`config.mk`:
```
export PLATFORM = sky130hd
export DESIGN_NAME = ddr_reset_manager
export DESIGN_NICKNAME = d
export VERILOG_FILES = /design/src/logic/rst_pkg.sv /design/src/logic/chan_status_if.sv /design/src/logic/lock_filter.sv /design/src/logic/calib_watchdog.sv /design/src/logic/status_collector.sv /design/src/logic/ddr_reset_manager.sv
export SDC_FILE = /design/constraint.sdc
export NUM_CORES = 1
export LEC_CHECK = 0
export BUFFER_PORTS_ARGS = -buffer_cell sky130_fd_sc_hd__buf_2
export CORE_MARGIN = 2
export CORE_UTILIZATION = 35
export CTS_BUF_LIST = sky130_fd_sc_hd__clkbuf_8
export CTS_CLUSTER_DIAMETER = 100
export CTS_CLUSTER_SIZE = 40
export DETAILED_ROUTE_END_ITERATION = 6
export SYNTH_ARGS = -nofsm -noshare
export SYNTH_HDL_FRONTEND = slang
export SYNTH_SLANG_ARGS = --single-unit
```
`constraint.sdc`:
```
create_clock -name clk_100m -period 3.75 [get_ports clk_100m]
set_input_delay 0.75 -clock clk_100m [delete_from_list [all_inputs] [get_ports clk_100m]]
set_output_delay 0.75 -clock clk_100m [all_outputs]
set_load 0.02 [all_outputs]
```
`src/logic/rst_pkg.sv`:
```
`default_nettype none

package rst_pkg;

   //////////////////////////////////////////////////////////////////////
   // Watchdog state and counter types
   //////////////////////////////////////////////////////////////////////

   typedef enum logic [2:0] {
      WD_HOLD,
      WD_WAIT,
      WD_PULSE,
      WD_READY,
      WD_FAILED
   } wd_state_e;

   // Retries of a single channel
   typedef logic [3:0] retry_cnt_t;

   // Retries summed over all channels, saturating
   typedef logic [15:0] retry_total_t;

   //////////////////////////////////////////////////////////////////////
   // Default parameter values
   //////////////////////////////////////////////////////////////////////

   localparam int DEF_N_CHAN        = 4;
   localparam int DEF_LOCK_STABLE   = 1024;
   localparam int DEF_CALIB_TIMEOUT = 1 << 20;
   // Reset low time of one retry
   localparam int DEF_RST_PULSE     = 16;
   localparam int DEF_MAX_RETRY     = 3;

endpackage

`default_nettype wire

```
`src/logic/chan_status_if.sv`:
```
`timescale 1ns/100ps
`default_nettype none

// Status of one channel, from its watchdog to the collector
interface chan_status_if
   import rst_pkg::*;
();

   // Levels
   logic       ready;
   logic       failed;

   // One cycle high per reset pulse started
   logic       retry_strobe;

   retry_cnt_t retries;
   wd_state_e  state;

   modport wd (
      output ready,
      output failed,
      output retry_strobe,
      output retries,
      output state
   );

   // No back-pressure, strobes are taken as they come
   modport coll (
      input ready,
      input failed,
      input retry_strobe,
      input retries,
      input state
   );

endinterface

`default_nettype wire

```
`src/logic/lock_filter.sv`:
```
`timescale 1ns/100ps
`default_nettype none

// Qualifies the PLL lock level before any channel leaves reset
module lock_filter
   import rst_pkg::*;
#(
   parameter int LOCK_STABLE = DEF_LOCK_STABLE
) (
   input  logic clk_100m,
   input  logic sys_rst_n,
   input  logic pll_locked,
   output logic lock_ok
);

   localparam int STABLE_W = $clog2(LOCK_STABLE + 1);

   logic                lock_meta;
   logic                lock_sync;
   logic [STABLE_W-1:0] stable_cnt;

   //////////////////////////////////////////////////////////////////////
   // Two-flop synchronizer
   //////////////////////////////////////////////////////////////////////

   always_ff @(posedge clk_100m) begin
      if (!sys_rst_n) begin
         lock_meta <= 1'b0;
         lock_sync <= 1'b0;
      end else begin
         lock_meta <= pll_locked;
         lock_sync <= lock_meta;
      end
   end

   //////////////////////////////////////////////////////////////////////
   // Stable counter
   //////////////////////////////////////////////////////////////////////

   // Counts consecutive high cycles, holds once lock is accepted
   always_ff @(posedge clk_100m) begin
      if (!sys_rst_n) begin
         stable_cnt <= '0;
         lock_ok    <= 1'b0;
      end else if (!lock_sync) begin
         // Any low cycle restarts qualification
         stable_cnt <= '0;
         lock_ok    <= 1'b0;
      end else if (stable_cnt == STABLE_W'(LOCK_STABLE - 1)) begin
         lock_ok <= 1'b1;
      end else begin
         stable_cnt <= stable_cnt + 1'b1;
      end
   end

endmodule

`default_nettype wire

```
`src/logic/calib_watchdog.sv`:
```
`timescale 1ns/100ps
`default_nettype none

// Per-channel DDR calibration watchdog with retry limit
module calib_watchdog
   import rst_pkg::*;
#(
   parameter int CALIB_TIMEOUT = DEF_CALIB_TIMEOUT,
   parameter int RST_PULSE     = DEF_RST_PULSE,
   parameter int MAX_RETRY     = DEF_MAX_RETRY
) (
   input  logic      clk_100m,
   input  logic      sys_rst_n,
   input  logic      lock_ok,
   input  logic      calib_done,
   output logic      rst_ddr_n,
   chan_status_if.wd status
);

   localparam int TIMER_W = $clog2(CALIB_TIMEOUT + 1);
   localparam int PULSE_W = $clog2(RST_PULSE + 1);

   wd_state_e          state;
   logic [TIMER_W-1:0] timer;
   logic [PULSE_W-1:0] pulse_cnt;
   retry_cnt_t         retries;
   logic               timeout;
   logic               pulse_end;

   // Last cycle of the calibration window
   assign timeout   = (timer == TIMER_W'(CALIB_TIMEOUT - 1));
   // Last low cycle of a retry pulse
   assign pulse_end = (pulse_cnt == PULSE_W'(RST_PULSE - 1));

   //////////////////////////////////////////////////////////////////////
   // State machine
   //////////////////////////////////////////////////////////////////////

   always_ff @(posedge clk_100m) begin
      if (!sys_rst_n) begin
         state     <= WD_HOLD;
         timer     <= '0;
         pulse_cnt <= '0;
         retries   <= '0;
      end else if (!lock_ok) begin
         // Lock lost, start over from hold
         state     <= WD_HOLD;
         timer     <= '0;
         pulse_cnt <= '0;
         retries   <= '0;
      end else begin
         case (state)
            WD_HOLD: begin
               state   <= WD_WAIT;
               timer   <= '0;
               retries <= '0;
            end

            WD_WAIT: begin
               if (calib_done) begin
                  state <= WD_READY;
               end else if (timeout) begin
                  timer <= '0;
                  if (retries < retry_cnt_t'(MAX_RETRY)) begin
                     state     <= WD_PULSE;
                     pulse_cnt <= '0;
                     retries   <= retries + 1'b1;
                  end else begin
                     state <= WD_FAILED;
                  end
               end else begin
                  timer <= timer + 1'b1;
               end
            end

            WD_PULSE: begin
               if (pulse_end) begin
                  state <= WD_WAIT;
                  timer <= '0;
               end else begin
                  pulse_cnt <= pulse_cnt + 1'b1;
               end
            end

            // Terminal until lock drops
            WD_READY, WD_FAILED: begin
               state <= state;
            end

            default: begin
               state <= WD_HOLD;
            end
         endcase
      end
   end

   //////////////////////////////////////////////////////////////////////
   // Outputs
   //////////////////////////////////////////////////////////////////////

   // Controller runs only while waiting or ready
   assign rst_ddr_n = (state == WD_WAIT) || (state == WD_READY);

   assign status.ready        = (state == WD_READY);
   assign status.failed       = (state == WD_FAILED);
   // First cycle of each pulse
   assign status.retry_strobe = (state == WD_PULSE) && (pulse_cnt == '0);
   assign status.retries      = retries;
   assign status.state        = state;

endmodule

`default_nettype wire

```
`src/logic/status_collector.sv`:
```
`timescale 1ns/100ps
`default_nettype none

// Gathers per-channel watchdog status into summary flags
module status_collector
   import rst_pkg::*;
#(
   parameter int N_CHAN = DEF_N_CHAN
) (
   input  logic              clk_100m,
   input  logic              sys_rst_n,
   input  logic              lock_ok,
   chan_status_if.coll       chan [N_CHAN],
   output logic [N_CHAN-1:0] ready_mask,
   output logic              all_ready,
   output logic              any_failed,
   output retry_total_t      retry_total
);

   localparam int STROBE_W = $clog2(N_CHAN + 1);
   localparam int TOTAL_W  = $bits(retry_total_t);
   localparam int SUM_W    = TOTAL_W + 1;

   logic [N_CHAN-1:0]   ready_vec;
   logic [N_CHAN-1:0]   failed_vec;
   logic [N_CHAN-1:0]   strobe_vec;
   logic [STROBE_W-1:0] strobe_cnt;
   logic [SUM_W-1:0]    total_sum;
   retry_total_t        total_next;

   // Flatten the interface array
   for (genvar i = 0; i < N_CHAN; i++) begin : gather_g
      assign ready_vec[i]  = chan[i].ready;
      assign failed_vec[i] = chan[i].failed;
      assign strobe_vec[i] = chan[i].retry_strobe;
   end

   // Strobes seen this cycle
   always_comb begin
      strobe_cnt = '0;
      for (int i = 0; i < N_CHAN; i++) begin
         strobe_cnt = strobe_cnt + STROBE_W'(strobe_vec[i]);
      end
   end

   //////////////////////////////////////////////////////////////////////
   // Saturating retry total
   //////////////////////////////////////////////////////////////////////

   assign total_sum  = {1'b0, retry_total} + SUM_W'(strobe_cnt);
   // Carry out means the total hit its ceiling
   assign total_next = total_sum[TOTAL_W] ? '1 : total_sum[TOTAL_W-1:0];

   always_ff @(posedge clk_100m) begin
      if (!sys_rst_n) begin
         ready_mask  <= '0;
         all_ready   <= 1'b0;
         any_failed  <= 1'b0;
         retry_total <= '0;
      end else begin
         ready_mask <= ready_vec;
         all_ready  <= &ready_vec;
         any_failed <= |failed_vec;
         if (!lock_ok) begin
            retry_total <= '0;
         end else begin
            retry_total <= total_next;
         end
      end
   end

endmodule

`default_nettype wire

```
`src/logic/ddr_reset_manager.sv`:
```
`timescale 1ns/100ps
`default_nettype none

// Reset manager for several DDR channels on clk_100m
module ddr_reset_manager
   import rst_pkg::*;
#(
   parameter int N_CHAN        = DEF_N_CHAN,
   parameter int LOCK_STABLE   = DEF_LOCK_STABLE,
   parameter int CALIB_TIMEOUT = DEF_CALIB_TIMEOUT,
   parameter int RST_PULSE     = DEF_RST_PULSE,
   parameter int MAX_RETRY     = DEF_MAX_RETRY
) (
   input  logic              clk_100m,
   input  logic              sys_rst_n,
   input  logic              pll_locked,
   input  logic [N_CHAN-1:0] calib_done,
   output logic [N_CHAN-1:0] rst_ddr_n,
   output logic [N_CHAN-1:0] ready_mask,
   output logic              all_ready,
   output logic              any_failed,
   output retry_total_t      retry_total
);

   logic lock_ok;

   // One status bundle per channel
   chan_status_if chan_if [N_CHAN] ();

   //////////////////////////////////////////////////////////////////////
   // Lock qualification
   //////////////////////////////////////////////////////////////////////

   lock_filter #(
      .LOCK_STABLE (LOCK_STABLE)
   ) lock_filter_i (
      .clk_100m   (clk_100m),
      .sys_rst_n  (sys_rst_n),
      .pll_locked (pll_locked),
      .lock_ok    (lock_ok)
   );

   //////////////////////////////////////////////////////////////////////
   // Channel watchdogs
   //////////////////////////////////////////////////////////////////////

   for (genvar c = 0; c < N_CHAN; c++) begin : chan_g
      calib_watchdog #(
         .CALIB_TIMEOUT (CALIB_TIMEOUT),
         .RST_PULSE     (RST_PULSE),
         .MAX_RETRY     (MAX_RETRY)
      ) watchdog_i (
         .clk_100m   (clk_100m),
         .sys_rst_n  (sys_rst_n),
         .lock_ok    (lock_ok),
         .calib_done (calib_done[c]),
         .rst_ddr_n  (rst_ddr_n[c]),
         .status     (chan_if[c])
      );
   end

   // Summary flags, one cycle behind the watchdogs
   status_collector #(
      .N_CHAN (N_CHAN)
   ) collector_i (
      .clk_100m    (clk_100m),
      .sys_rst_n   (sys_rst_n),
      .lock_ok     (lock_ok),
      .chan        (chan_if),
      .ready_mask  (ready_mask),
      .all_ready   (all_ready),
      .any_failed  (any_failed),
      .retry_total (retry_total)
   );

endmodule

`default_nettype wire

```
After elaboration in Yosys (flattened, before gate mapping)
Cells that the tools add are included.
W data, S select, Z words.
{ "word_totals": {"register_bits": 168, "out_inout_bits": 26} }
{ "classes": {"n_addsub": 17, "order_cmp": 4, "eq_ne": 49, "muxes": 73, "bitwise": 4, "n_reduce_logical": 52} }
{ "op_table": {"columns": ["op", "count"], "rows": [
  ["$mux W21", 12],
  ["$pmux W21 S3", 4],
  ["$add A21 B1 Y21 const B", 4],
  ["$eq A21 B20 Y1 const B", 4],
  ["$mux W5", 16],
  ["$mux W3", 16],
  ["$mux W4", 12],
  ["$pmux W3 S4", 4],
  ["$pmux W5 S2", 4],
  ["$pmux W4 S2", 4],
  ["$eq A3 B2 Y1 const B", 8],
  ["$ne A2 B1 Y1 const B", 12],
  ["$reduce_and A3 Y1", 8],
  ["$add A5 B1 Y5 const B", 4],
  ["$eq A5 B4 Y1 const B", 4],
  ["$logic_not A5 Y1", 4],
  ["$reduce_and A4 Y1", 5],
  ["$reduce_and A5 Y1", 4],
  ["$add A16 B3 Y17", 1],
  ["$add A4 B1 Y4 const B", 4],
  ["$lt A4 B2 Y1 const B", 4],
  ["$mux W16", 1],
  ["$ne A2 B2 Y1 const B", 8],
  ["$reduce_bool A2 Y1", 8],
  ["other kinds (15)", 44]
]} }

Depth between registers and ports, before layout
{ "depth": {"depth_word": 7, "ltp_mapped": 15, "depth_no_buf": 14} }

Cells and area by module
A second synthesis with hierarchy kept.
{ "hier_totals": {"cells_unflattened": 1015, "area_unflattened_um2": 8443.1} }
{ "by_module_without_submodules": {"columns": ["mod", "n_inst", "cells_per_inst", "area_each_um2"], "rows": [
  ["calib_watchdog at chan_g[0].watchdog_i ...", 3, 212, 1715.4],
  ["calib_watchdog at chan_g[2].watchdog_i", 1, 212, 1695.4],
  ["status_collector", 1, 100, 992.2],
  ["lock_filter", 1, 67, 609.3]
]} }

Least setup slack after synthesis
Ideal clock, no wire load.
{ "synth_timing": {"path_type": "reg-to-reg", "from": "register chan_g[1].watchdog_i.state[1]", "to": "register collector_i.retry_total[11]", "setup_ns": 0.071, "arrival_time_ns": 3.816, "required_time_ns": 3.679, "slack_ns": -0.137, "path_stages_with_launch": 16, "path_cell_list": "dfxtp_1 > clkbuf_1 > or3b_2 > clkbuf_1 > nor4_1 > ha_1 > fa_1 > ha_1 > inv_1 > fa_1 > nor2b_1 > o211ai_1 > nor2_1 > nand3_1 > clkbuf_1 > a21oi_1"} }
{ "synth_between": {"elab_chain_len": 7} }
{ "synth_lines": {"columns": ["item", "line", "source"], "rows": [
  ["start: declaration", "calib_watchdog.sv:23", "wd_state_e state;"],
  ["start signal: assignment", "calib_watchdog.sv:87", "state <= state;"],
  ["$eq A3 B2 Y1", "calib_watchdog.sv:107", "assign status.retry_strobe = (state == WD_PULSE) && (pulse_cnt == '0);"],
  ["$logic_and A1 B1 Y1", "calib_watchdog.sv:107", null],
  ["$add A1 B1 Y2", "status_collector.sv:42", "strobe_cnt = strobe_cnt + STROBE_W'(strobe_vec[i]);"],
  ["$add A3 B1 Y3 (2 in series)", "status_collector.sv:42", null],
  ["$add A16 B3 Y17", "status_collector.sv:50", "assign total_sum = {1'b0, retry_total} + SUM_W'(strobe_cnt);"],
  ["$mux W16", "status_collector.sv:52", "assign total_next = total_sum[TOTAL_W] ? '1 : total_sum[TOTAL_W-1:0];"],
  ["end signal: assignment", "status_collector.sv:67", "retry_total <= total_next;"],
  ["end: declaration", "status_collector.sv:17", "output retry_total_t retry_total"]
]} }
No other way between the ends.
A chain may end at the register's enable or synchronous reset.

Worst setup path in the final report
{ "layout_timing": {"from": "register chan_g[0].watchdog_i.state[0]", "to": "register collector_i.retry_total[12]"} }
{ "layout_between": {"elab_chain_len": 7} }
{ "layout_lines": {"columns": ["item", "line"], "rows": [
  ["start: declaration", "calib_watchdog.sv:23"],
  ["start signal: assignment", "calib_watchdog.sv:87"],
  ["$eq A3 B2 Y1", "calib_watchdog.sv:107"],
  ["$logic_and A1 B1 Y1", "calib_watchdog.sv:107"],
  ["$add A1 B1 Y2", "status_collector.sv:42"],
  ["$add A3 B1 Y3 (2 in series)", "status_collector.sv:42"],
  ["$add A16 B3 Y17", "status_collector.sv:50"],
  ["$mux W16", "status_collector.sv:52"]
]} }
No other way between the ends.

==> out/metrics.yaml <==
power_and_ir_drop:
  ir_drop_mv: 0.185
  switching_power_uw: 718
  p_int_uw: 2330
  power.density_nw_per_um2: 319
  pwr-share-comb_pct: 0.5
  swShare_pct: 23.5
  clkPwrFrac_pct: 41.0
  power.leakage_uw: 0.00321
  p_seq_share_pct: 58.5
timing:
  skew_ns: 0.0155
  setup_viol: 0
  tightest_slew_ns: 1.08
  whs_ns: 0.442
  tns_ns: 0
  setup_slack_ns: 0.277
  fin_crit_ns: 3.47
  post-route-period-util_pct: 92.6
  slew_violations: 0
  maxSlewHeadroom_pct: 27.6
  hold_viol: 0
  max_freq_ghz: 0.288
worst_setup_path:
  cp-end-kind: "flip-flop"
  path_max_fanout: 4
  crit_path_end: "collector_i.retry_total[12]$_SDFF_PN0_"
  crit_start: "chan_g[0].watchdog_i.status.state[0]$_SDFFE_PN0P_"
  cp.required_ns: 4.09
  cp-start-kind: "flip-flop"
  critPathKind: "reg -> reg"
  reg2reg_setup_slack_ns: 0.28
  r2r_end: "collector_i.retry_total[12]$_SDFF_PN0_"
  reg2reg_from: "chan_g[0].watchdog_i.status.state[0]$_SDFFE_PN0P_"
  cp_data_arrival_time_ns: 3.82
  reg2regPathDepth: 12
floorplanning:
  rows: 57
  ios: 33
  core_region_area_um2: 24200
  die_h_um: 161
  initial_core_util_pct: 35.6
  die_area_um2: 25900
  fp.dieW_um: 161
clock_tree:
  cts_hold_buf: 0
  h-tree-depth: 4
  cts_buffer_depth: 2
  numCtsBuffers: 17
  worst_skew_pair.late_latency_ns: 0.47
  cts_setup_buffers: 0
  cts_tree: "built"
  cts_sinks: 168
  path_clk_slew_ns: 0.09
  cts_root_buf: "clkbuf_8"
  cts_resized: 0
global_routing:
  antenna_found_initial: 0
  grt_first_pass_wirelength_um: 33100
  first_global_vias: 6968
  globalRouteOverflowTotal: 0
  grt_max_degree: 28
  grt.total_usage_pct: 15.3
logic_synthesis:
  syn_nets: 1081
  synth_area_leaders: "dfxtp_1, nor2_1, a21oi_1"
  syn_area_per_cell_um2: 8.24
  synth_ff_type: "dfxtp_1"
  netlist_top_cells_count: "dfxtp_1, nor2_1, a21oi_1, nand3_1, nand2_1"
  synth.ff_latch_count: 168
  synth_most_common_cell: "dfxtp_1"
  ys_warn_count: 0
  synth-async-reset-ratio_pct: 0
  synth_cells: 1046
  yosys.area.top_type: "dfxtp_1"
  netlist.area_leader.share_pct: 39.0
  ys_types: 72
  syn_area_um2: 8620
  ys_seq_area_share_pct: 39.0
  synth_edf_count: 0
min_path:
  min_path_type: "reg -> reg"
route:
  vias_per_cell: 5.33
  first_iter_violations: 350
  final_antenna_net_count: 0
  via_count: 7495
  firstDrtPassIters: 6
  wl_um: 19300
  drcViolationCount: 0
  routedWlPerCell_um: 13.7
final_layout:
  diodes: 0
  fillers: 2521
  final_cells: 1407
  syn2layout_area_growth_pct: 10.7
  fin_area_um2: 9550
  drive_above_1_share_pct: 11.1
  nets: 1106
place:
  pre_cts_ws_ns: 0.103
  dp_hpwl_um: 13500
  dpl-instance-area_um2: 9150
  gp_congestion: 0.804
  port_buffers: 32
  dp.cells: 1376
run_status:
  status: "finished, final reports clean"
flow_run:
  maxCapViolCount: 0
[critical path, cell delays in order (launching register included)]
cell and delay [ns]:
dfxtp_1 0.31, or3b_1 0.44, nor4_4 0.28, ha_1 0.31, fa_1 0.39, ha_1 0.30, inv_1 0.06, fa_1 0.43
nor2b_2 0.16, o211ai_1 0.13, buf_4 0.17, a2111oi_0 0.29, nor3_1 0.09
[sequential cells by signal, indices dropped and copies added (netlist names)]
| register | cells |
|---|---|
| collector_i.any_failed | 1 |
| chan_g.watchdog_i.status.retries | 16 |
| lock_filter_i.lock_meta | 1 |
| collector_i.retry_total | 16 |
| lock_filter_i.lock_ok | 1 |
| chan_g.watchdog_i.status.state | 12 |
| chan_g.watchdog_i.pulse_cnt | 20 |
| lock_filter_i.stable_cnt | 11 |
| lock_filter_i.lock_sync | 1 |
| collector_i.all_ready | 1 |
| chan_g.watchdog_i.timer | 84 |
| collector_i.ready_mask | 4 |
[power by group through the flow]
stage	Sequential [µW]	Combinational, µW	Clock, µW
floorplan	1830	6.26	0
global placement	1830	14.0	0
detailed placement	1830	14.1	0
CTS	1780	14.2	1290
global route	1780	15.5	1360
finish	1780	13.8	1250
[area by class of cell]
class	instances	area [µm²]	area share [%]
timing repair buffer	60	370	3.88
tap	324	405	4.25
multi-input combinational	791	4910	51.5
sequential	168	3360	35.2
inverter	33	124	1.30
clock buffer	18	248	2.60
clock inverter	13	123	1.28
[kinds of logic after synthesis]
family | count (synthesis) | synth area share, %
XOR/XNOR | 55 | 5.59
adder cells (fa/ha/maj) | 28 | 4.24
multiplexers | 10 | 1.18
flip-flops | 168 | 39.0
buffers and inverters | 87 | 4.35
AND/OR/NAND/NOR | 497 | 31.4
AO/OA/AOI/OAI | 201 | 14.2
[per-layer routing]
layer | vias up | track usage (%) | part of all wire [%]
met3 | 16 | 2.82 | 2.6
met2 | 64 | 24.4 | 45
met1 | 3556 | 20.8 | 51
met5 | - | 0 | 0
met4 | 0 | 4.95 | 1.3
li1 | 3859 | - | -
[stage by stage]
stage	power [µW]	utilization, %
finish	3050	39.4
global route	3160	39.4
CTS	3090	39.3
detailed placement	1840	37.7
global placement	1840	37.7
floorplan	1830	-
[worst min-delay path by stage]
stage	to	from	slack, ns	cells after the start
global route	chan_g[0].watchdog_i.status.retries[3]$_SDFFE_PN0P_	chan_g[0].watchdog_i.status.retries[3]$_SDFFE_PN0P_	0.45	2
detailed placement	chan_g[0].watchdog_i.status.retries[3]$_SDFFE_PN0P_	chan_g[0].watchdog_i.status.retries[3]$_SDFFE_PN0P_	0.43	2
floorplan	chan_g[0].watchdog_i.status.retries[3]$_SDFFE_PN0P_	chan_g[0].watchdog_i.status.retries[3]$_SDFFE_PN0P_	0.41	2
finish	chan_g[0].watchdog_i.status.retries[3]$_SDFFE_PN0P_	chan_g[0].watchdog_i.status.retries[3]$_SDFFE_PN0P_	0.44	2
global placement	chan_g[0].watchdog_i.status.retries[3]$_SDFFE_PN0P_	chan_g[0].watchdog_i.status.retries[3]$_SDFFE_PN0P_	0.42	2
CTS	chan_g[0].watchdog_i.status.retries[3]$_SDFFE_PN0P_	chan_g[0].watchdog_i.status.retries[3]$_SDFFE_PN0P_	0.44	2
[cells in the final DEF, fill, tap and decap left out, types with 27 or more instances in the layout]
master,Yosys,routed
nand2_1,65,64
dfxtp_1,168,168
nand4_1,38,38
nor2_1,111,111
inv_1,33,34
buf_2,5,32
and3_1,27,27
buf_4,5,28
nand3_1,67,67
xnor2_1,38,38
a21oi_1,77,77
o21ai_0,35,35
nor4_1,30,28
No activity file was read; power rests on OpenSTA's default activity.
